## src/core_pkg.sv

```systemverilog
`default_nettype none

package core_pkg;

  // polynomial geometry
  localparam int LOGN       = 6;
  localparam int N          = 1 << LOGN;
  localparam int COEFF_BITS = 17;

  // latencies in clock cycles
  localparam int BANK_RD_LAT = 2;
  localparam int MAC_LAT     = 3;

  // apb bus widths
  localparam int APB_ADDR_BITS = 10;
  localparam int APB_DATA_BITS = 32;

  typedef logic [COEFF_BITS-1:0]    coeff_t;
  typedef logic [LOGN-1:0]          coeff_idx_t;
  typedef logic [LOGN-2:0]          bank_addr_t;
  typedef logic [APB_ADDR_BITS-1:0] apb_addr_t;
  typedef logic [APB_DATA_BITS-1:0] apb_data_t;
  typedef logic [2:0]               opcode_t;
  typedef logic [1:0]               region_t;

  // command opcodes
  localparam opcode_t OP_PWM  = 3'd1;
  localparam opcode_t OP_PMAC = 3'd2;

  // paddr[9:8] decode
  localparam region_t REGION_A    = 2'd0;
  localparam region_t REGION_B    = 2'd1;
  localparam region_t REGION_C    = 2'd2;
  localparam region_t REGION_CTRL = 2'd3;

  // status word layout
  localparam int STATUS_BUSY_BIT = 0;
  localparam int STATUS_DONE_BIT = 1;

  typedef enum logic [1:0] {
    IDLE,
    RUN,
    DRAIN
  } ctrl_state_t;

endpackage

`default_nettype wire
```

## src/coeff_counter.sv

```systemverilog
`timescale 1ns/1ns
`default_nettype none

module coeff_counter (
  input  logic                 clk,
  input  logic                 rst,
  input  logic                 run,
  output core_pkg::coeff_idx_t rd_idx,
  output core_pkg::coeff_idx_t wr_idx,
  output logic                 wr_en,
  output logic                 issue_last,
  output logic                 write_last
);

  core_pkg::coeff_idx_t cnt;
  logic [core_pkg::BANK_RD_LAT+core_pkg::MAC_LAT-1:0] vld_pipe;
  core_pkg::coeff_idx_t idx_pipe [core_pkg::BANK_RD_LAT+core_pkg::MAC_LAT];

  // read side, one index per cycle while running
  always_ff @(posedge clk) begin
    if (rst) begin
      cnt        <= '0;
      vld_pipe   <= '0;
      write_last <= 1'b0;
    end else begin
      cnt        <= run ? cnt + 1'b1 : '0;
      vld_pipe   <= {vld_pipe[core_pkg::BANK_RD_LAT+core_pkg::MAC_LAT-2:0], run};
      // flagged the cycle after the final write lands
      write_last <= wr_en && (&wr_idx);
    end
  end

  // index travels with the valid bit through memory and mac latency
  always_ff @(posedge clk) begin
    idx_pipe[0] <= cnt;
    for (int k = 1; k < core_pkg::BANK_RD_LAT + core_pkg::MAC_LAT; k++) begin
      idx_pipe[k] <= idx_pipe[k-1];
    end
  end

  assign rd_idx = cnt;

  // last index is all ones since N is a power of two
  assign issue_last = run && (&cnt);

  assign wr_idx = idx_pipe[core_pkg::BANK_RD_LAT+core_pkg::MAC_LAT-1];
  assign wr_en  = vld_pipe[core_pkg::BANK_RD_LAT+core_pkg::MAC_LAT-1];

endmodule

`default_nettype wire

```

## config.mk

```make
export PLATFORM = sky130hd
export DESIGN_NAME = coeff_counter
export DESIGN_NICKNAME = d
export VERILOG_FILES = /design/src/core_pkg.sv /design/src/coeff_counter.sv
export SDC_FILE = /design/constraint.sdc
export NUM_CORES = 1
export LEC_CHECK = 0
export BUFFER_PORTS_ARGS = -buffer_cell sky130_fd_sc_hd__buf_2
export CAP_MARGIN = 5
export CORE_MARGIN = 2
export CORE_UTILIZATION = 50
export DETAILED_ROUTE_END_ITERATION = 7
export GPL_TIMING_DRIVEN = 0
export PLACE_DENSITY = 0.79
export SYNTH_ARGS = -nofsm -noshare
export SYNTH_HDL_FRONTEND = slang
export SYNTH_SLANG_ARGS = --single-unit
export TNS_END_PERCENT = 30
```

## constraint.sdc

```tcl
create_clock -name clk -period 1.3 [get_ports clk]
set_input_delay 0.13 -clock clk [delete_from_list [all_inputs] [get_ports clk]]
set_output_delay 0.13 -clock clk [all_outputs]
set_load 0.01 [all_outputs]
```

=== Yosys cells after proc, flatten, opt, wreduce, memory -nomap -nowiden ===
Memories as Yosys holds them, arrays and structs flattened.
Index checks and enable logic that the tools add are counted.

* Flip-flop bits (word level): 12
* RAM bits: 30
* Input bits: 3
* Output and inout port bits: 15
* Logic and storage cells: 11
* Memories: 1

* Add/sub/neg operators: 1
* Bitwise gates (word level): 1
* Reductions and logical operators: 5

{| class="wikitable"
|+ Memory list
! memory !! depth !! width !! read ports !! clocked after memory_dff !! wr ports !! line !! source
|-
| idx_pipe || 5 || 6 || 5 || 0 || 5 || coeff_counter.sv:17 || <nowiki>core_pkg::coeff_idx_t idx_pipe [core_pkg::BANK_RD_LAT+core_pkg::MAC_LAT];</nowiki>
|}

{| class="wikitable"
|+ Operator list
! kind !! number
|-
| $reduce_and 6->1 || 2
|-
| $add 6x1->6 const B || 1
|-
| $logic_and 1x1->1 || 2
|-
| $reduce_or 2->1 || 1
|-
| $not 1->1 || 1
|}

=== Logic depth before layout (Yosys ltp) ===
* Word-level depth: 2
* Depth in mapped cells: 4
* Gate-level depth less buffers: 4

=== Worst setup path after synthesis ===
Ideal clock, no wire load.

* Path type: flip-flop to flip-flop
* Start: register cnt[2], in the netlist rd_idx[2]
* End: register cnt[5], in the netlist rd_idx[5]
* Setup time: 70 ps
* Arrival: 980 ps
* Data required time: 1230 ps
* Slack: 250 ps
* Cell stages (with the launch flop): 4
* Path buffers: 0
* Clock period less this slack: 1050 ps
* Cells stage by stage: dfxtp_1 -> nand3_2 -> or3_1 -> a21oi_1

* Cells in the longest elaborated chain, start to end: 1

{| class="wikitable"
|+ Ends and longest elaborated chain
! item !! line !! source
|-
| start: declaration || coeff_counter.sv:15 || <nowiki>core_pkg::coeff_idx_t cnt;</nowiki>
|-
| start signal: assignment || coeff_counter.sv:26 || <nowiki>cnt <= run ? cnt + 1'b1 : '0;</nowiki>
|-
| $add 6x1->6 || coeff_counter.sv:26 ||
|}

Every way passes these cells.
A chain may end at the register's enable or synchronous reset.

=== Final worst setup path ===
* Start: register cnt[1], in the netlist rd_idx[1]
* End: output issue_last

* Cells in the longest elaborated chain, start to end: 2

{| class="wikitable"
|+ Ends and longest elaborated chain
! item !! line !! source
|-
| $reduce_and 6->1 || coeff_counter.sv:44 || <nowiki>assign issue_last = run && (&cnt);</nowiki>
|-
| $logic_and 1x1->1 || coeff_counter.sv:44 ||
|-
| end: declaration || coeff_counter.sv:11 || <nowiki>output logic issue_last,</nowiki>
|}

Every way passes these cells.

==> out/qor.csv <==
stage,metric,value,unit
sta,setup_violations,0,
floorplan,core_area,1922,sq um
layout,layout_commonest_cell,dfxtp_1,
logic_synthesis,synth-simple-area-share,10.64,%
sta,worst_pin_slew,220.1,ps
sta,fmax,0.7982,GHz
global_route,grtUsageMet1,9.165,%
clock_network,cts_tree,yes,
setup_path,worst_path_max_delay_cell,dfxtp_2,
logic_synthesis,yosys_warnings,0,
setup_path,crit_type,reg2out,
logic_synthesis,synth_fa_ha_area_share,1.252,%
sta,final_max_slew_viol_count,0,
clock_network,clk_pin_slew,100,ps
job,cap_violations,0,
logic_synthesis,synth_fp_nets,72,
setup_path,worstPathRequired,1170,ps
power,pwr_density_cell,1565,nW/um^2
floorplan,start_util,52.02,%
global_route,antenna_found_initial,0,
route,avgViaCountPerCell,4.410,
clock_network,clockBufferDepth,2,
route,route.detailed.drc,0,
layout,drive_gt1_share,31.58,%
run_status,status,finished clean,
floorplan,die_x,48.72,um
layout,antennaDiodeCount,0,
place,dpl_cell_area,1119,sq um
logic_synthesis,synth_mux_area_share,0,%
sta,fin_crit_sh,96.37,%
sta,relSlewSlack,85.32,%
min_path,hold_path.class,in2reg,
route,num_vias,538,
clock_network,cts_buffers,5,
global_route,busiest_layer,met2,
setup_path,cp.arrival,1120,ps
logic_synthesis,netlist_instances,68,
sta,hold_ws,33.54,ps
floorplan,num_rows,16,
logic_synthesis,synth_seq_area_share,84.11,%
logic_synthesis,synth-compound-area-share,1.001,%
route,drtIter0Drc,3,
global_route,grt_max_degree,12,
floorplan,die_y,48.72,um
logic_synthesis,synth-seq-cells,42,
global_route,grt_pass1_vias,467,
global_route,grt_pass1_wl,1.794,mm
clock_network,cts_root_buf,clkbuf_4,
setup_path,path_cells,ha_4 -> nand4_1 -> nor2_1 -> buf_2,
sta,clock_skew,6.093,ps
sta,hold_violations,0,
sta,period_minus_slack,1253,ps
floorplan,ioPinCount,18,
layout,area_growth,20.28,%
route,wl_per_cell,9.057,um
layout,final_design_area_no_fill,1202,sq um
clock_network,htreeDepth,2,
global_route,met2_usage,18.04,%
global_route,use_met3,8.333,%
layout,layout_common_cells,"dfxtp_1, buf_2, nor2_1, clkbuf_4, nor2b_1",
place,portBuffers,17,
clock_network,cts_hold_buf,0,
layout,nets,99,
logic_synthesis,netlist_area,999.7,sq um
logic_synthesis,synth.avg_cell_area,14.70,sq um
clock_network,clock_latency,320,ps
setup_path,cp_max_fo,3,
global_route,grt_usage,10.83,%
route,dr.pass1.iters,4,
power,vdd_drop_max,0.9908,mV
sta,rsz0062_at_grt,true,
place,dp_hpwl,720.9,um
setup_path,slowest_delay,370,ps
logic_synthesis,synth_top_family_by_area,simple AND/OR/NAND/NOR gates,
logic_synthesis,synth-xor-area-share,2.628,%
power,leakagePower,0.5207,nW
setup_path,crit_path_start_kind,register,
place,gp_congestion,0.6759,
clock_network,cts_sinks,42,
route,ant_nets,0,
logic_synthesis,synth_cell_types,17,
route,routed_wl,1.105,mm
floorplan,dieArea,2373,sq um
global_route,grt_overflow,0,
setup_path,endpoint_kind,output pin,
## synth_stat cells
cell | count | share of area (%)
inv_1 | 1 | 0.38
nand3_2 | 1 | 1.0
dfxtp_1 | 42 | 84
nand2b_1 | 1 | 0.63
or3_1 | 1 | 0.63
nor2b_1 | 4 | 2.5
nand4_1 | 2 | 1.3
nand2_1 | 1 | 0.38
xor2_1 | 2 | 1.8
xnor2_1 | 1 | 0.88
a21oi_1 | 1 | 0.50
nor2_1 | 6 | 2.3
and2_1 | 1 | 0.63
ha_1 | 1 | 1.3
nand3_1 | 1 | 0.50
o21ai_0 | 1 | 0.50
nand4b_1 | 1 | 0.88
## metal layers
metal / share of wire [%] / vias up
met5: 0 / -
met4: 1.5 / 0
met3: 11 / 4
met2: 48 / 25
met1: 39 / 238
li1: - / 271
## power breakdown
part	switching (mW)	internal, mW	total [mW]
Clock	0.330	0.204	0.534
Sequential	0.00709	1.31	1.32
Combinational	0.0164	0.0159	0.0323
Total	0.353	1.53	1.88
## cell type report
class | count | area (sq um)
inverter | 1 | 3.754
fill | 165 | 719.4
sequential | 42 | 844.6
clock buffer | 7 | 45.04
tap | 27 | 33.78
multi-input combinational | 25 | 167.7
timing repair buffer | 20 | 107.6
## logic make-up (layout without fill, tap and decap cells)
group | Yosys count | in the layout
fa+ha+maj | 1 | 1
simple gates | 19 | 19
flops | 42 | 42
compound gates | 2 | 2
buf+inv | 1 | 28
xor+xnor | 3 | 3
## worst paths after layout
path                   from        endpoint  cells past startpoint  slack [ps]
min reg2reg  idx_pipe[2][3]  idx_pipe[3][3]                      0         330
max reg2reg       rd_idx[1]       rd_idx[5]                      4         180
min                     rst     vld_pipe[3]                      2          30
max               rd_idx[1]      issue_last                      4          50
## worst max-delay path: cells and delay by family (launching register included)
| family | cells | cell delay, ps |
|---|---|---|
| fa+ha+maj | 1 | 150 |
| simple gates | 2 | 150 |
| buf+inv | 1 | 130 |
| flops | 1 | 370 |
## sequential cells by signal, indices dropped and copies added (netlist names)
name,cells
idx_pipe,30
rd_idx,6
vld_pipe,5
write_last,1
## what timing repair did
| action | in CTS | in global routing |
|---|---|---|
| setup buffers | 2 | 1 |
| pin swaps | 0 | 1 |
| endpoints found under the hold margin | 0 | 0 |
| setup endpoints to repair | 1 | 1 |
| gates resized for setup | 4 | 1 |
## stage by stage
| stage | setup slack (ps) | power (mW) | util [%] | setup TNS (ps) | cells |
|---|---|---|---|---|---|
| after global routing | -14.72 | 1.968 | 62.57 | -14.72 | 122 |
| after CTS | 19.72 | 1.906 | 62.11 | 0 | 121 |
| after detailed placement | 197.8 | 1.371 | 58.20 | 0 | 112 |
| after global placement | 250.6 | 1.369 | 58.20 | 0 | 112 |
| final | 47.13 | 1.882 | 62.57 | 0 | 122 |
| after floorplan | 250.4 | 1.356 | - | 0 | 68 |
Note: power is estimated with default switching activity, not from simulation.
