**config.mk**
```make
export PLATFORM = sky130hd
export DESIGN_NAME = poly_bank_flat
export DESIGN_NICKNAME = d
export VERILOG_FILES = /design/src/core_pkg.sv /design/src/bank_if.sv /design/src/poly_bank.sv /design/src/flat_wrapper.sv
export SDC_FILE = /design/constraint.sdc
export NUM_CORES = 1
export LEC_CHECK = 0
export BUFFER_PORTS_ARGS = -buffer_cell sky130_fd_sc_hd__buf_2
export CAP_MARGIN = 25
export CORE_ASPECT_RATIO = 1.5
export CORE_UTILIZATION = 59
export DETAILED_ROUTE_END_ITERATION = 10
export GPL_TIMING_DRIVEN = 0
export HOLD_SLACK_MARGIN = 0.12
export PLACE_DENSITY_LB_ADDON = 0.3
export SLEW_MARGIN = 30
export SYNTH_ARGS = -nofsm -noshare
export SYNTH_HDL_FRONTEND = slang
export SYNTH_SLANG_ARGS = --single-unit
export TNS_END_PERCENT = 10
```
**constraint.sdc**
```tcl
create_clock -name clk -period 3.6 [get_ports clk]
set_input_delay 0.72 -clock clk [delete_from_list [all_inputs] [get_ports clk]]
set_output_delay 0.72 -clock clk [all_outputs]
set_load 0.03 [all_outputs]
```
**src/core_pkg.sv**
```systemverilog
`default_nettype none

package core_pkg;

  // polynomial geometry
  localparam int LOGN       = 6;
  localparam int N          = 1 << LOGN;
  localparam int COEFF_BITS = 17;

  // latencies in clock cycles
  localparam int BANK_RD_LAT = 2;
  localparam int MAC_LAT     = 3;

  // apb bus widths
  localparam int APB_ADDR_BITS = 10;
  localparam int APB_DATA_BITS = 32;

  typedef logic [COEFF_BITS-1:0]    coeff_t;
  typedef logic [LOGN-1:0]          coeff_idx_t;
  typedef logic [LOGN-2:0]          bank_addr_t;
  typedef logic [APB_ADDR_BITS-1:0] apb_addr_t;
  typedef logic [APB_DATA_BITS-1:0] apb_data_t;
  typedef logic [2:0]               opcode_t;
  typedef logic [1:0]               region_t;

  // command opcodes
  localparam opcode_t OP_PWM  = 3'd1;
  localparam opcode_t OP_PMAC = 3'd2;

  // paddr[9:8] decode
  localparam region_t REGION_A    = 2'd0;
  localparam region_t REGION_B    = 2'd1;
  localparam region_t REGION_C    = 2'd2;
  localparam region_t REGION_CTRL = 2'd3;

  // status word layout
  localparam int STATUS_BUSY_BIT = 0;
  localparam int STATUS_DONE_BIT = 1;

  typedef enum logic [1:0] {
    IDLE,
    RUN,
    DRAIN
  } ctrl_state_t;

endpackage

`default_nettype wire
```
**src/bank_if.sv**
```systemverilog
`timescale 1ns/1ns
`default_nettype none

interface bank_if;

  // addresses carry the row in the upper bits and the bank in bit 0
  core_pkg::coeff_idx_t raddr;
  core_pkg::coeff_t     rdata;
  core_pkg::coeff_idx_t waddr;
  core_pkg::coeff_t     wdata;
  logic                 we;

  modport requester (
    output raddr,
    output waddr,
    output wdata,
    output we,
    input  rdata
  );

  modport memory (
    input  raddr,
    input  waddr,
    input  wdata,
    input  we,
    output rdata
  );

endinterface

`default_nettype wire

```
**src/poly_bank.sv**
```systemverilog
`timescale 1ns/1ns
`default_nettype none

module poly_bank #(
  parameter bit ENGINE_WRITES = 1'b0
) (
  input  logic   clk,
  input  logic   busy,
  bank_if.memory host,
  bank_if.memory engine
);

  core_pkg::coeff_t even_mem [core_pkg::N/2];
  core_pkg::coeff_t odd_mem  [core_pkg::N/2];

  core_pkg::coeff_t even_pipe [core_pkg::BANK_RD_LAT];
  core_pkg::coeff_t odd_pipe  [core_pkg::BANK_RD_LAT];
  logic [core_pkg::BANK_RD_LAT-1:0] sel_pipe;

  core_pkg::coeff_idx_t raddr;
  core_pkg::coeff_idx_t waddr;
  core_pkg::bank_addr_t rd_row;
  core_pkg::bank_addr_t wr_row;
  core_pkg::coeff_t     wdata;
  core_pkg::coeff_t     rdata;
  logic                 we;
  logic                 eng_wr;

  // engine takes the read port for the whole command
  // and the write port only on the result memory
  assign eng_wr = busy && ENGINE_WRITES;
  assign raddr  = busy ? engine.raddr : host.raddr;
  assign waddr  = eng_wr ? engine.waddr : host.waddr;
  assign wdata  = eng_wr ? engine.wdata : host.wdata;
  assign we     = eng_wr ? engine.we : host.we;

  // bit 0 picks the bank, the rest is the row
  assign rd_row = raddr[core_pkg::LOGN-1:1];
  assign wr_row = waddr[core_pkg::LOGN-1:1];

  always_ff @(posedge clk) begin
    if (we && !waddr[0]) begin
      even_mem[wr_row] <= wdata;
    end
    if (we && waddr[0]) begin
      odd_mem[wr_row] <= wdata;
    end
  end

  // both banks read every cycle, bank select rides along
  always_ff @(posedge clk) begin
    even_pipe[0] <= even_mem[rd_row];
    odd_pipe[0]  <= odd_mem[rd_row];
    sel_pipe[0]  <= raddr[0];
    for (int k = 1; k < core_pkg::BANK_RD_LAT; k++) begin
      even_pipe[k] <= even_pipe[k-1];
      odd_pipe[k]  <= odd_pipe[k-1];
      sel_pipe[k]  <= sel_pipe[k-1];
    end
  end

  // steer with the delayed select
  assign rdata = sel_pipe[core_pkg::BANK_RD_LAT-1] ? odd_pipe[core_pkg::BANK_RD_LAT-1]
                                                   : even_pipe[core_pkg::BANK_RD_LAT-1];

  assign host.rdata   = rdata;
  assign engine.rdata = rdata;

endmodule

`default_nettype wire

```
**src/flat_wrapper.sv**
```systemverilog
// flat-port wrapper written by rule: the top's interface ports become plain ports
module poly_bank_flat 
#(
  parameter bit ENGINE_WRITES = 1'b0
)
  (clk, busy, host_raddr, host_waddr, host_wdata, host_we, host_rdata, engine_raddr, engine_waddr, engine_wdata, engine_we, engine_rdata);
  bank_if host_i ();
  bank_if engine_i ();
  input  logic clk;
  input  logic busy;
  input wire logic [$bits(host_i.raddr)-1:0] host_raddr;
  input wire logic [$bits(host_i.waddr)-1:0] host_waddr;
  input wire logic [$bits(host_i.wdata)-1:0] host_wdata;
  input wire logic [$bits(host_i.we)-1:0] host_we;
  output wire logic [$bits(host_i.rdata)-1:0] host_rdata;
  input wire logic [$bits(engine_i.raddr)-1:0] engine_raddr;
  input wire logic [$bits(engine_i.waddr)-1:0] engine_waddr;
  input wire logic [$bits(engine_i.wdata)-1:0] engine_wdata;
  input wire logic [$bits(engine_i.we)-1:0] engine_we;
  output wire logic [$bits(engine_i.rdata)-1:0] engine_rdata;
  assign host_i.raddr = host_raddr;
  assign host_i.waddr = host_waddr;
  assign host_i.wdata = host_wdata;
  assign host_i.we = host_we;
  assign host_rdata = host_i.rdata;
  assign engine_i.raddr = engine_raddr;
  assign engine_i.waddr = engine_waddr;
  assign engine_i.wdata = engine_wdata;
  assign engine_i.we = engine_we;
  assign engine_rdata = engine_i.rdata;
  poly_bank #(.ENGINE_WRITES(ENGINE_WRITES)) u_core (.clk(clk), .busy(busy), .host(host_i), .engine(engine_i));
endmodule
```
# Word-level counts from Yosys, hierarchy flattened
# Memory sizes are Yosys's and may differ from the RTL's.
# Index checks and enable logic that the tools add are counted.
dict set report totals {
  ff_bits 2
  latchBits 0
  mem_bits_rw 1156
  rom_bits 0
  output_inout_bits 34
  word_cells 14
  mem_count 4
}
# name words word_bits rd rd_ports_with_merged_regs wr line
set memory_table {}
lappend memory_table {u_core.even_mem 32 17 1 0 1 poly_bank.sv:13} ;# core_pkg::coeff_t even_mem [core_pkg::N/2];
lappend memory_table {u_core.odd_mem 32 17 1 0 1 poly_bank.sv:14} ;# core_pkg::coeff_t odd_mem [core_pkg::N/2];
lappend memory_table {u_core.even_pipe 2 17 2 0 2 poly_bank.sv:16} ;# core_pkg::coeff_t even_pipe [core_pkg::BANK_RD_LAT];
lappend memory_table {u_core.odd_pipe 2 17 2 0 2 poly_bank.sv:17} ;# core_pkg::coeff_t odd_pipe [core_pkg::BANK_RD_LAT];
dict set report op_classes {
  add_sub_neg 0
  mul 0
  div 0
  magnitude_cmp 0
  n_eq_ne 0
  shift 0
  muxes 6
  n_bitwise 0
  n_reduce_logical 3
}
# op n
set ops {}
lappend ops {{$mux 17} 1}
lappend ops {{$mux 6} 1}
lappend ops {{$mux 1} 4}
lappend ops {{$logic_and 1x1->1} 2}
lappend ops {{$logic_not 1->1} 1}

# Logic depth before layout (Yosys ltp)
dict set report depth {
  depth_word 4
  ltp_mapped 10
}

# Worst setup path after synthesis
# OpenSTA, ideal clock, no wires.
dict set report synth_path {
  path_kind {input-to-reg}
  start {in host_waddr[5]}
  end {mem u_core.even_mem[16][0] in the netlist's numbering (enable)}
  t_arrival_ns 2.291
  t_required_ns 3.210
  slack_ns 0.918
  cell_stages 4
  path_buffers 2
  path_cell_list {clkbuf_1 or3b_2 clkbuf_1 nor2_1}
}
# element line
set synth_rtl {}
lappend synth_rtl {{start: declaration} flat_wrapper.sv:12} ;# input wire logic [$bits(host_i.waddr)-1:0] host_waddr;
lappend synth_rtl {{end: declaration} poly_bank.sv:13}
# No word-level cell before the write port.

==> impl_results.md <==
- Power density over the cells: 542 mW/mm²
- Endpoint required time on the critical path: 4.14 ns
- First-pass GRT wire length: 179,000 µm
- Share of final-layout standard cells stronger than drive strength 1: 0.141
- Number of H-tree branching levels: 3
- Number of antenna violations at the first check in global routing: 6
- Critical path arrival: 4.11 ns
- Fill cell total of the finished layout: 5,347
- Number of placement rows: 125
- Aggregate global routing overflow: 0
- Post-CTS resize count: 1
- Post-synth net total: 3,495
- Clock Sinks: 1,158
- Cell Area, Synth: 0.0464 mm²
- Avg Inst Size Synth: 13.5 µm²
- Starting Density: 0.598
- Area of the core region: 0.0776 mm²
- VDD IR-drop max: 511 µV
- Hold Path Origin: host_raddr[0]
- Share of async-settable or async-resettable flops after synthesis: 0
- Via count normalized by instance count: 6.24
- Met1 layer usage reported by global route: 0.350
- P&R area growth vs syn: 12.0%
- Worst setup slack after placement: -0.498 ns
- Hold Crit Class: input port to flip-flop
- Total number of vias: 29,600
- Maximum number of pins on one net before global-route repair: 65
- Global placement routability congestion: 0.958
- Outcome: finished, final reports clean
- Area occupied by multi-input gates: 0.0109 mm²
- Finished Core Util: 0.669
- Biggest cell delay along the critical path: 0.72 ns
- Final wirelength: 123,000 µm
- Detailed-router iteration count before antenna repair: 8
- Count of different cell masters after synthesis: 45
- Final non-filler cell area: 0.0519 mm²
- Max clock buf depth: 3
- Die Span X: 231 µm
- Busiest layer in global routing: met2
- TritonCTS buffer count: 97
- Crit-path slowest cell: sky130_fd_sc_hd__mux2i_2
- Dominant synthesized flop cell: sky130_fd_sc_hd__edfxtp_1
- Post-detailed-route count of antenna-violating nets: 0
- Vertical die dimension: 345 µm
- Synth Register Bits: 1,158
- Detailed-route DRC error count: 0
- Power Total: 28.2 mW
- Global-route usage over all layers: 0.309
- Leakage dissipation: 17.6 nW
- Count of nets after finishing: 3,702
- Post-Place Cell Area: 0.0487 mm²
- Startpoint of the worst register-to-register path: u_core.odd_mem[27][15]
- Number of max-slew violations in the final report: 0
- Detailed Route Iter0 Violations: 3,436
- Maximum Capacitance Violations: 0
- Proportion of synthesized chip area in sequential cells: 0.735
- Maximum frequency from static timing analysis: 280 MHz
- Register clock-pin slew on the reported worst setup and hold paths: 0.06 ns
- Worst Clk Skew: 0.0164 ns
- Count of pins on the block boundary: 96
- Yosys warning total: 0
- Crit Path Category: input port to flip-flop
- Beginning of the critical path: busy
- Placed wire-length estimate: 84,400 µm
- Max transition margin: 0.290
- Via count of the first global-routing pass: 29,600
- Portion of the clock cycle consumed by the worst path in the final layout: 0.992
- Number of buffers inserted by post-CTS setup repair: 0
- Global-route track usage on met3: 0.0510
- Clock tree from TritonCTS: yes
- Worst-case setup margin in the final layout: 0.0273 ns
- CP startpoint kind: input port
- Worst Tran Pin Value: 1.07 ns
- Sequential Area: 0.0341 mm²
- Root cell of the clock tree: sky130_fd_sc_hd__clkbuf_16
- Count of buffers inserted at the top-level ports: 67
- Critical Path End Type: flip-flop
- RSZ-0062 raised after global routing: false
- Tmin final: 3.57 ns
- Gate count after technology mapping: 3,433
- Global-route track usage on met2: 0.540
- Number of enable-type register cells in the synthesized netlist: 1,088
- Crit-path cells: buf_6 -> mux2i_2 -> nor2_1 -> nand2_1 -> clkbuf_1 -> a21oi_1 -> nor4_1 -> o311a_1
- Die footprint: 0.0798 mm²
- Drt wl/cell: 25.8 µm
- Critical-path maximum fanout: 10
- Hold Fails Final Rpt: 0
- Hold buffers post-CTS: 0
- Setup-failing EPs final: 0
- Clock insertion delay at the later pin of the skew report: 0.68 ns
[logic make-up after synthesis]
kind of cell	after synthesis	share of synthesized area
compound gates	637	0.0782
buf+inv	361	0.0355
flops	1158	0.735
mux	130	0.0398
simple gates	1147	0.112
[critical path, delay by kind of cell]
family / cells / cell delay, ns
buf+inv: 2 / 0.63
simple gates: 3 / 1.33
compound gates: 2 / 0.68
mux: 1 / 0.72
[through the flow]
step,cells,setup TNS (ns),hold slack [ns]
after floorplan,3433,0,0.310
after global placement,4516,-2.24,0.311
after detailed placement,4557,-3.85,0.312
after CTS,4737,0,0.281
after global routing,4748,0,0.294
final,4748,0,0.302
[power by group]
group	switching [mW]	internal, mW
registers	0.110	15.0
logic	1.83	0.759
clock network	4.74	5.78
[layout by cell type, fill, tap and decap left out, types with 42 or more instances in the layout]
cell and n:
sky130_fd_sc_hd__o22ai_1 100, sky130_fd_sc_hd__dfxtp_1 70, sky130_fd_sc_hd__clkbuf_1 114, sky130_fd_sc_hd__mux2i_1 66, sky130_fd_sc_hd__nand3_1 270, sky130_fd_sc_hd__and2_1 88
sky130_fd_sc_hd__nand2_1 577, sky130_fd_sc_hd__o21ai_0 262, sky130_fd_sc_hd__clkbuf_16 104, sky130_fd_sc_hd__and2_0 42, sky130_fd_sc_hd__buf_6 44, sky130_fd_sc_hd__a21oi_1 199
sky130_fd_sc_hd__edfxtp_1 1088, sky130_fd_sc_hd__buf_2 138, sky130_fd_sc_hd__buf_4 49, sky130_fd_sc_hd__nor2_2 52, sky130_fd_sc_hd__inv_1 131
[state kept, by name (all words and copies together), names as in the netlist]
name,cells
u_core.even_mem,544
u_core.odd_mem,544
u_core.even_pipe,34
u_core.odd_pipe,34
u_core.sel_pipe,2
[layer usage]
layer  wire length [µm]  part of all wire
met5                 19           0.00015
met4               8080             0.066
met3              10100             0.083
met2              63400              0.52
met1              41100              0.33
[cells in the mapped netlist, types with 70 or more instances]
| master | instances | area share |
|---|---|---|
| sky130_fd_sc_hd__edfxtp_1 | 1088 | 0.70 |
| sky130_fd_sc_hd__nand2_1 | 577 | 0.047 |
| sky130_fd_sc_hd__nand3_1 | 270 | 0.029 |
| sky130_fd_sc_hd__o21ai_0 | 262 | 0.028 |
| sky130_fd_sc_hd__a21oi_1 | 199 | 0.021 |
| sky130_fd_sc_hd__inv_1 | 131 | 0.011 |
| sky130_fd_sc_hd__o22ai_1 | 100 | 0.013 |
| sky130_fd_sc_hd__clkbuf_1 | 94 | 0.0076 |
| sky130_fd_sc_hd__and2_1 | 88 | 0.012 |
| sky130_fd_sc_hd__buf_2 | 87 | 0.0094 |
| sky130_fd_sc_hd__nor2_1 | 71 | 0.0057 |
| sky130_fd_sc_hd__dfxtp_1 | 70 | 0.030 |
[cell type report]
class / count / area share
Clock buffer: 134 / 0.0541
Multi-Input combinational cell: 1914 / 0.210
Buffer: 230 / 0.0222
Sequential cell: 1158 / 0.656
Antenna cell: 11 / 0.000530
Timing Repair Buffer: 108 / 0.0164
Clock inverter: 46 / 0.00718
Tap cell: 1016 / 0.0245
Inverter: 131 / 0.00947
[worst paths after layout]
kind                                   to  slack [ns]  depth (start not counted)
hold reg to reg   u_core.even_pipe[0][18]        0.32                          0
setup reg to reg   u_core.odd_pipe[0][15]        1.33                          5
setup / recovery  u_core.even_pipe[0][12]        0.03                          8
hold / removal         u_core.sel_pipe[0]        0.30                          2
Note: power is estimated with default switching activity, not from simulation.
