File: src/core_pkg.sv
`default_nettype none

package core_pkg;

  // polynomial geometry
  localparam int LOGN       = 6;
  localparam int N          = 1 << LOGN;
  localparam int COEFF_BITS = 17;

  // latencies in clock cycles
  localparam int BANK_RD_LAT = 2;
  localparam int MAC_LAT     = 3;

  // apb bus widths
  localparam int APB_ADDR_BITS = 10;
  localparam int APB_DATA_BITS = 32;

  typedef logic [COEFF_BITS-1:0]    coeff_t;
  typedef logic [LOGN-1:0]          coeff_idx_t;
  typedef logic [LOGN-2:0]          bank_addr_t;
  typedef logic [APB_ADDR_BITS-1:0] apb_addr_t;
  typedef logic [APB_DATA_BITS-1:0] apb_data_t;
  typedef logic [2:0]               opcode_t;
  typedef logic [1:0]               region_t;

  // command opcodes
  localparam opcode_t OP_PWM  = 3'd1;
  localparam opcode_t OP_PMAC = 3'd2;

  // paddr[9:8] decode
  localparam region_t REGION_A    = 2'd0;
  localparam region_t REGION_B    = 2'd1;
  localparam region_t REGION_C    = 2'd2;
  localparam region_t REGION_CTRL = 2'd3;

  // status word layout
  localparam int STATUS_BUSY_BIT = 0;
  localparam int STATUS_DONE_BIT = 1;

  typedef enum logic [1:0] {
    IDLE,
    RUN,
    DRAIN
  } ctrl_state_t;

endpackage

`default_nettype wire
File: src/pwm_controller.sv
`timescale 1ns/1ns
`default_nettype none

module pwm_controller (
  input  logic clk,
  input  logic rst,
  input  logic start,
  input  logic issue_last,
  input  logic write_last,
  output logic run,
  output logic busy,
  output logic done
);

  core_pkg::ctrl_state_t state;
  core_pkg::ctrl_state_t state_nxt;
  logic                  finish;

  always_comb begin
    state_nxt = state;
    finish    = 1'b0;
    case (state)
      core_pkg::IDLE: begin
        if (start) begin
          state_nxt = core_pkg::RUN;
        end
      end
      // indices go out one per cycle
      core_pkg::RUN: begin
        if (issue_last) begin
          state_nxt = core_pkg::DRAIN;
        end
      end
      // wait for the pipeline to flush into c
      core_pkg::DRAIN: begin
        if (write_last) begin
          state_nxt = core_pkg::IDLE;
          finish    = 1'b1;
        end
      end
      default: begin
        state_nxt = core_pkg::IDLE;
      end
    endcase
  end

  always_ff @(posedge clk) begin
    if (rst) begin
      state <= core_pkg::IDLE;
    end else begin
      state <= state_nxt;
    end
  end

  // done holds until the next command starts
  always_ff @(posedge clk) begin
    if (rst) begin
      done <= 1'b0;
    end else if (start && state == core_pkg::IDLE) begin
      done <= 1'b0;
    end else if (finish) begin
      done <= 1'b1;
    end
  end

  assign run  = (state == core_pkg::RUN);
  assign busy = (state != core_pkg::IDLE);

endmodule

`default_nettype wire

File: config.mk
export PLATFORM = sky130hd
export DESIGN_NAME = pwm_controller
export DESIGN_NICKNAME = d
export VERILOG_FILES = /design/src/core_pkg.sv /design/src/pwm_controller.sv
export SDC_FILE = /design/constraint.sdc
export NUM_CORES = 1
export LEC_CHECK = 0
export ABC_AREA = 1
export BUFFER_PORTS_ARGS = -buffer_cell sky130_fd_sc_hd__buf_4
export CAP_MARGIN = 15
export CORE_AREA = 2 2 39 41
export DETAILED_ROUTE_END_ITERATION = 6
export DIE_AREA = 0 0 41 43
export SLEW_MARGIN = 30
export SYNTH_ARGS = -nofsm -noshare
export SYNTH_HDL_FRONTEND = slang
export SYNTH_SLANG_ARGS = --single-unit
File: constraint.sdc
create_clock -name clk -period 0.83 [get_ports clk]
set_input_delay 0 -clock clk [delete_from_list [all_inputs] [get_ports clk]]
set_output_delay 0 -clock clk [all_outputs]
set_load 0.02 [all_outputs]
# Word level (Yosys, flattened, before mapping)
# Cells that the tools add are included.
# classes
reduce_logical,5
n_mux,6
n_eq_ne,5
# op_table
operator,count
2-bit 2-to-1 mux,3
2-bit inequality test (second input constant),3
2-bit case mux with 3 select lines,1
3-bit AND reduction,1
2-bit by 1-bit equality test with 1-bit output (second input constant),1
2-bit equality test (second input constant),1
2-bit logical NOT,1
1-bit 2-to-1 mux,2
2-bit nonzero test,1
2-bit OR reduction,1
1-bit logical AND,1
# word_totals
reg_bits,3
wordCells,18
out_inout_bits,3

# Longest topological paths before layout
# Gate-level depths: netlist of run 1.
# logic_depth
ltp_word,3
mapped_depth,5
mapped_depth_nobuf,5

# Worst setup path after synthesis of run 1
# OpenSTA, ideal clock, no wires.
# synth_path
path_kind,reg-to-reg
start,register state[0]
end,register state[1]
path_buffers,0
setup_ns,0.065
path_slack_ns,-0.160
period_less_slack_ns,0.990
arrival_time_ns,0.925
stages_incl_launch_ff,5
t_required_ns,0.765
path_cell_list,dfxtp_1 -> inv_1 -> nor2_1 -> a31oi_1 -> nor2_1
# synth_via
elab_chain_cells,3
# synth_rtl
element,line,source
"start, declared",pwm_controller.sv:15,core_pkg::ctrl_state_t state;
"start signal, assigned",pwm_controller.sv:49,state <= core_pkg::IDLE;
"start signal, assigned",pwm_controller.sv:51,state <= state_nxt;
2-bit by 1-bit equality test with 1-bit output (*),n/a,
named net run,pwm_controller.sv:10,"output logic run,"
2-bit inequality test (no line),n/a,
3-bit AND reduction (no line),n/a,
# The timed path passes the listed nets; every way through them passes the cells marked *.
# A chain may end at the register's enable or synchronous reset.

# Worst setup path after layout of run 1
# layout_path
start,register state[0]
end,output port busy
# layout_via
elab_chain_cells,1
# layout_rtl
element,line,source
2-bit nonzero test,pwm_controller.sv:67,assign busy = (state != core_pkg::IDLE);
"end, declared",pwm_controller.sv:11,"output logic busy,"
# No other way between the ends.

==> results.txt, run 1 <==
Counting flops and latches in the post-synthesis netlist gives 3. The number of hold violations in the final report is 0. The tools report the kind of start point of the critical path as a flip-flop. Portion of synthesized cell area occupied by the leading cell type: 40.0%.

By area the synthesized netlist is led by sky130_fd_sc_hd__dfxtp_1 (40%), sky130_fd_sc_hd__a211oi_2 (8.3%), sky130_fd_sc_hd__inv_1 (7.5%). The area growth from synthesis to layout was 92.5%; the detailed-routing iteration count for the pre-antenna-repair pass was 3. Dividing the detail-routed via count by the number of cells gives 3.47. The clock transition time at the flip-flop clock pins of the worst setup and hold paths works out to 40 ps.

The detail route stage leaves a number of antenna-violating nets equal to 0. Summed over all layers, the routed wires come to 355 µm. For the I/O pin total, the log shows 8.

Once detailed placement completed, the half-perimeter wirelength came to 261 µm. The checks that failed: negative setup slack. TritonCTS created 3 clock buffers.

The wire length of the first global-routing pass is 552 µm. For the finished layout, the period the worst path requires is 879 ps. Walking the worst path, the cells encountered are nor2_4 > inv_2 > buf_6. The number of setup buffers added after CTS is 0.

By count the netlist is led by sky130_fd_sc_hd__dfxtp_1 (3), sky130_fd_sc_hd__inv_1 (3), sky130_fd_sc_hd__nor2_1 (3), sky130_fd_sc_hd__nand2_1 (2). The congestion estimate from routability-driven global placement came to 0.527. In the synthesized netlist the dominant register cell turns out to be sky130_fd_sc_hd__dfxtp_1. For the worst-skew pair, the clock arrives at the later sink with an insertion delay of 230 ps. The logs give 0 for the initial antenna violation count and -48.9 ps for the final setup slack of the worst path. At the worst endpoint, the required time is 830 ps. The leakage component of the power came out at 0.128 nW. The logs give 19 for the count of mapped cells out of synthesis and 3 for the count of endpoints failing setup in the final report. The logs give 0 for the remaining global-route overflow and 145 for the via count of the first global-routing pass.

The layout has 157 filler cells. The power density over cell area is 1780 mW/mm², and the all-layer global routing usage is 5.61%. The path class of the tightest hold or removal check is in -> reg.

In the routed design, unresolved DRC markers number 0. The post-synthesis instance area was 150 µm². TritonCTS built the clock tree.

Summed over all failing endpoints, the final setup total negative slack is -112 ps. The number of buffers and inverters on the critical path is 2. For this run, the share of the core covered by cells in the final layout is 20.9%. The biggest cell delay along the critical path came out at 350 ps. The number of antenna diodes in the final layout is 0. Port buffering added 7 buffers. The tools report the row count as 14. In this run the deepest clock path goes through 2 buffers.

The tree built by TritonCTS fans out to 3 sinks. Clock tree synthesis selected as its root buffer the cell sky130_fd_sc_hd__clkbuf_4. The number of pins exceeding their max-slew limit in the final report was 0. The library cell contributing the largest single delay on the critical path was sky130_fd_sc_hd__dfxtp_4. Of all nets on the critical path, the largest fanout is 2. Leaving out filler cells and counting taps, the final layout contains 47.

In this run, distinct cell masters in the synthesized netlist total 12. A synthesized cell averages 7.90 µm². When the netlist entered floorplanning its net count stood at 24. The share of the Yosys chip area taken by registers is 40.0%. The slew at the pin with the worst max-slew slack came out at 194 ps. The critical path in this run is classified as reg -> out. The family with the most delay on the worst path is flip-flops.

The average wire per cell in the routed design is 7.55 µm. The tools report the final hold slack as 69.1 ps. The flow ran to the end, but the final reports show violations. The violation count after the first detailed-route iteration is 5.

For the final database, setup skew stands at 2.35 ps. The floorplan die height works out to 43 µm. The run gives 1140 MHz as the maximum clock frequency. Kind of end point of the critical path: an output pin. The core region is 0.00138 mm². The number of cells in the design after placement was 42.

Setup repair after global routing could not meet its margin everywhere. Across the run, the number of max-cap violations was 0. The share of flip-flops with an asynchronous set or reset after synthesis came out at 0%. The routed via count is 163. The net total in the final layout was 37. Die width: 41 µm. The final critical path takes up 106% of the cycle. In this run the tightest slew margin relative to its limit is 87.0%. The pre-CTS setup slack is -33.3 ps, and the number of flops mapped to enable cells by yosys is 0. The warning count from the yosys run is 0.

The largest total area in the synthesized netlist belongs to sky130_fd_sc_hd__dfxtp_1. The CTS H-tree depth is 1. The fraction of final layout cells with drive strength greater than 1 came out at 58.1%. Initial standard-cell utilization of the core: 10.8%.

The logs give 880 ps for the critical path arrival and 6 for the pin count of the biggest net entering global routing. VDD sags by at most 0.000266 V. Die area: 0.00176 mm².
## final cells by class
type	count	area [µm²]	area share, %
Inverter	4	17.5	6.06
Multi-Input combinational cell	12	87.6	30.3
Tap cell	16	20.0	6.93
Sequential cell	3	67.6	23.4
Clock buffer	4	26.3	9.09
Timing Repair Buffer	8	70.1	24.2
## path summary, 6_finish.rpt
kind | depth (start not counted) | slack [ps] | end | start
max | 3 | -50 | busy | state[0]
min | 3 | 70 | done | write_last
max reg2reg | 4 | -40 | state[1] | state[0]
min reg2reg | 2 | 460 | done | done
## tightest hold or removal path, stage by stage
cell and delay, ps:
sky130_fd_sc_hd__buf_4 110, sky130_fd_sc_hd__nand3_1 80, sky130_fd_sc_hd__a211oi_2 60
## state kept, by name, indices dropped and copies added, names as in the netlist
name and flops:
state 2, done 1
## layer usage
metal | routed length, µm | share of wire [%] | GRT usage, % | up-vias
met5 | 0 | 0 | 0 | -
met4 | 8 | 2.3 | 10.0 | 0
met3 | 21 | 5.9 | 3.14 | 2
met2 | 209 | 59 | 7.19 | 5
met1 | 115 | 32 | 3.83 | 73
li1 | - | - | - | 83
## report_power, final
group	internal, mW	switching (mW)
Combinational	0.0517	0.0491
Sequential	0.149	0.00967
Clock	0.180	0.0761
## kinds of logic after synthesis
| family | Yosys count | synth area share, % |
|---|---|---|
| and+or+nand+nor | 9 | 30.8 |
| buffers and inverters | 4 | 10.0 |
| AOI/OAI and AO/OA | 3 | 19.2 |
| DFF | 3 | 40.0 |
## per-stage QoR
stage | cell area, µm² | total power [mW]
floorplan | 154 | 0.206
global placement | 226 | 0.242
detailed placement | 226 | 0.243
CTS | 284 | 0.526
global route | 289 | 0.558
finish | 289 | 0.516
## cells in the final DEF (no fill, tap or decap), drive strengths merged
cell,instances
a211oi,1
dfxtp,3
a31oi,1
nor3,1
buf,7
nand2,2
inv,4
o21ba,1
nor2,5
dlygate4sd3,1
clkbuf,4
nand3,1
## repair_timing
action                                 in CTS  in global routing
hold buffers                                1                  0
endpoints found under the hold margin       2                  0
pin swaps                                   2                  1
gates resized for setup                     7                  2
gates cloned                                0                  0
setup endpoints to repair                   3                  3
(Power assumes the default switching activity.)
==> run 2: changes to the inputs <==
PLACE_DENSITY = 0.31   (was unset)
==> results.txt, run 2 (synthesis gave the netlist of run 1 again) <==
Data on the critical path arrives at its endpoint at 880 ps. Clock transition time at the flip-flop clock pins of the worst setup and hold paths: 40 ps. In this run the tightest slew margin relative to its limit is 89.8%. The tools report the total met2 wirelength after detailed routing as 202 µm.

After detailed routing, no signal wire sits above met4. The count of input and output buffers was 7. The area growth from synthesis to layout is 90.8%. On the worst path, the slowest cell contributes a delay of 370 ps.

The number of hold violations in the final report is 0. The die width is 41 µm. OpenSTA, run right after detailed placement, puts the worst setup slack at 12.4 ps. After detailed placement, the total cell area comes to 226 µm². Summed over all nets, the switching power comes to 141 µW. Fraction of final layout cells with drive strength greater than 1: 58.1%. The relative contribution of the clock network to total power came out at 50.0%. In this run, the combinational gates consume 19.5% of the power. The run gives 2 as the largest buffer count on any clock path. The overall power is 523 µW. Most frequent standard cell in the layout excluding fill and tap cells: sky130_fd_sc_hd__buf_4. Number of pins exceeding their max-slew limit in the final report: 0. Source of the worst register-to-register timing path: state[0].

On the final layout, the worst clock skew is 5.08 ps. The filler cells instantiated in the layout total 164. The run gives 6 as the pin count of the biggest net entering global routing.

Count of maximum capacitance violations: 0. In the layout the commonest cells are sky130_fd_sc_hd__buf_4 (5), sky130_fd_sc_hd__nor2_4 (3), sky130_fd_sc_hd__clkbuf_4 (3). Type of the tightest min-delay check: in -> reg. The flow ran to the end, but the final reports show violations. Total negative setup slack: -89.1 ps. The I/O pin total was 8; the final hold slack was 50.9 ps.

Cell chosen for the clock root: sky130_fd_sc_hd__clkbuf_4. The tools report the routed length on met1 as 160 µm. 0 antenna diodes ended up in the layout. The startpoint of the worst hold path is issue_last.

The average vias per placed instance is 3.57, and the net total in the final layout is 37. Highest net fanout along the worst path: 4. The worst setup path is launched from a flip-flop. The maximum clock frequency came out at 1140 MHz.

Final design area excluding fillers: 287 µm². In this run the critical register-to-register path is captured at state[1]. Setup repair after global routing could not meet its margin everywhere. The largest registers in the layout are state (2), done (1).

Setup slack of the most critical reg-to-reg path: 10 ps. The critical path goes through inv_4 > nor2_4 > buf_6. The tools report the all-layer global routing usage as 6.52%.

The number of placed instances, taps included, is 42. The family with the most delay on the worst path is flip-flops. The average wire per cell in the routed design was 8.81 µm; the initial antenna violation count was 0. The first global-routing pass estimated 676 µm of wire. The run gives 830 ps as the required time of the critical path. The critical path class is reg -> out. For this block, the via count after detailed routing is 168. The checks that failed: negative setup slack. The floorplan die height works out to 43 µm. At the end of the flow the core is filled with cells to 20.7%. CTS H-tree depth: 1. Count of placed standard cells in the final layout, fillers left out: 47.

For the final setup slack of the worst path, the log shows -46.8 ps. For hold timing, the worst endpoint is state[1]. The floorplan has 14 rows. For the DRC violation count after routing, the log shows 0.

VDD sags by at most 0.000416 V. At the later pin of the worst-skew pair, clock insertion delay measures 230 ps. For this block, the initial DRC count from the detailed router was 0. The internal power component was 382 µW; the share of total power in sequential cells was 30.6%. The post-CTS setup buffer count was 0; the sum of net half-perimeters after detailed placement was 270 µm. Summed over all nets, wire length on met3 after detailed routing comes to 42 µm. The register name with the most flops is state. The initial utilization of the core area, before any placement, comes to 10.8%. The fraction of power spent switching nets is 26.9%, and the depth of the most critical reg-to-reg path is 5. The routed design has 414 µm of wire. The tools report the final weighted congestion in routability-driven placement as 0.679. The die covers 0.00176 mm². Counting every sink on the clock net gives 3.

Clock tree synthesis inserted a total of 3 buffers. The share of the clock period used by the worst path after layout came out at 106%. The kind of end point of the critical path was an output pin. For the leakage component of the power, the log shows 0.128 nW. The total overflow left after global routing is 0.

The critical path contains buffers and inverters numbering 2 combined. Count of antenna-violating nets left after detailed routing: 0. TritonCTS built the clock tree. Setup violations remaining at the end of the flow were counted as 2. Counting instances, the worst hold path has a depth of 3. The total area inside the core boundary comes to 0.00138 mm². The number of flip-flops in the largest register was 2.

The power density over cell area was 1820 mW/mm²; the final period demand of the worst path was 877 ps. At the pin with the least slew margin, the transition time is 152 ps. Via count of the first global-routing pass: 172. For the detailed-routing iteration count for the pre-antenna-repair pass, the log shows 1. The library cell contributing the largest single delay on the critical path is sky130_fd_sc_hd__dfxtp_2.
## run 2: layout make-up
type	instances	area, µm²	share of cell area (%)
clock buffer	4	26.3	9.17
sequential	3	65.1	22.7
multi-input combinational	12	87.6	30.6
tap	16	20.0	6.99
inverter	4	17.5	6.11
timing repair buffer	8	70.1	24.5
## run 2: tightest hold or removal path: cells and delay by family
kind | cells | cell delay, ps
and+or+nand+nor | 1 | 80
AOI/OAI and AO/OA | 1 | 80
buffers and inverters | 1 | 90
## run 2: power by group through the flow
stage               sequential (mW)  combinational, mW  clock (mW)
detailed placement            0.159             0.0838           0
global route                  0.160              0.111       0.294
global placement              0.159             0.0840           0
CTS                           0.158             0.0995       0.274
finish                        0.160              0.102       0.261
floorplan                     0.158             0.0474           0
## run 2: metal layers
layer / vias up / global-route usage, %
met5: - / 0
met4: 0 / 8.00
met1: 75 / 6.73
met2: 6 / 6.88
met3: 2 / 5.24
li1: 85 / -
## run 2: worst max path at each step
| stage | start | slack (ps) | cells after the start | end |
|---|---|---|---|---|
| after floorplan | state[0] | -50 | 4 | state[1] |
| after global placement | state[1] | -6 | 4 | state[1] |
| after detailed placement | state[1] | 10 | 4 | state[1] |
| after CTS | state[1] | -60 | 3 | busy |
| after global routing | state[0] | -90 | 3 | run |
| final | state[0] | -50 | 3 | run |
## run 2: timing repair
| item | CTS | global route |
|---|---|---|
| resized for setup | 5 | 3 |
| gates cloned | 0 | 0 |
| hold buffers | 1 | 0 |
| endpoints found under the hold margin | 2 | 0 |
| pin swaps | 2 | 1 |
| endpoints found under the setup margin | 2 | 4 |
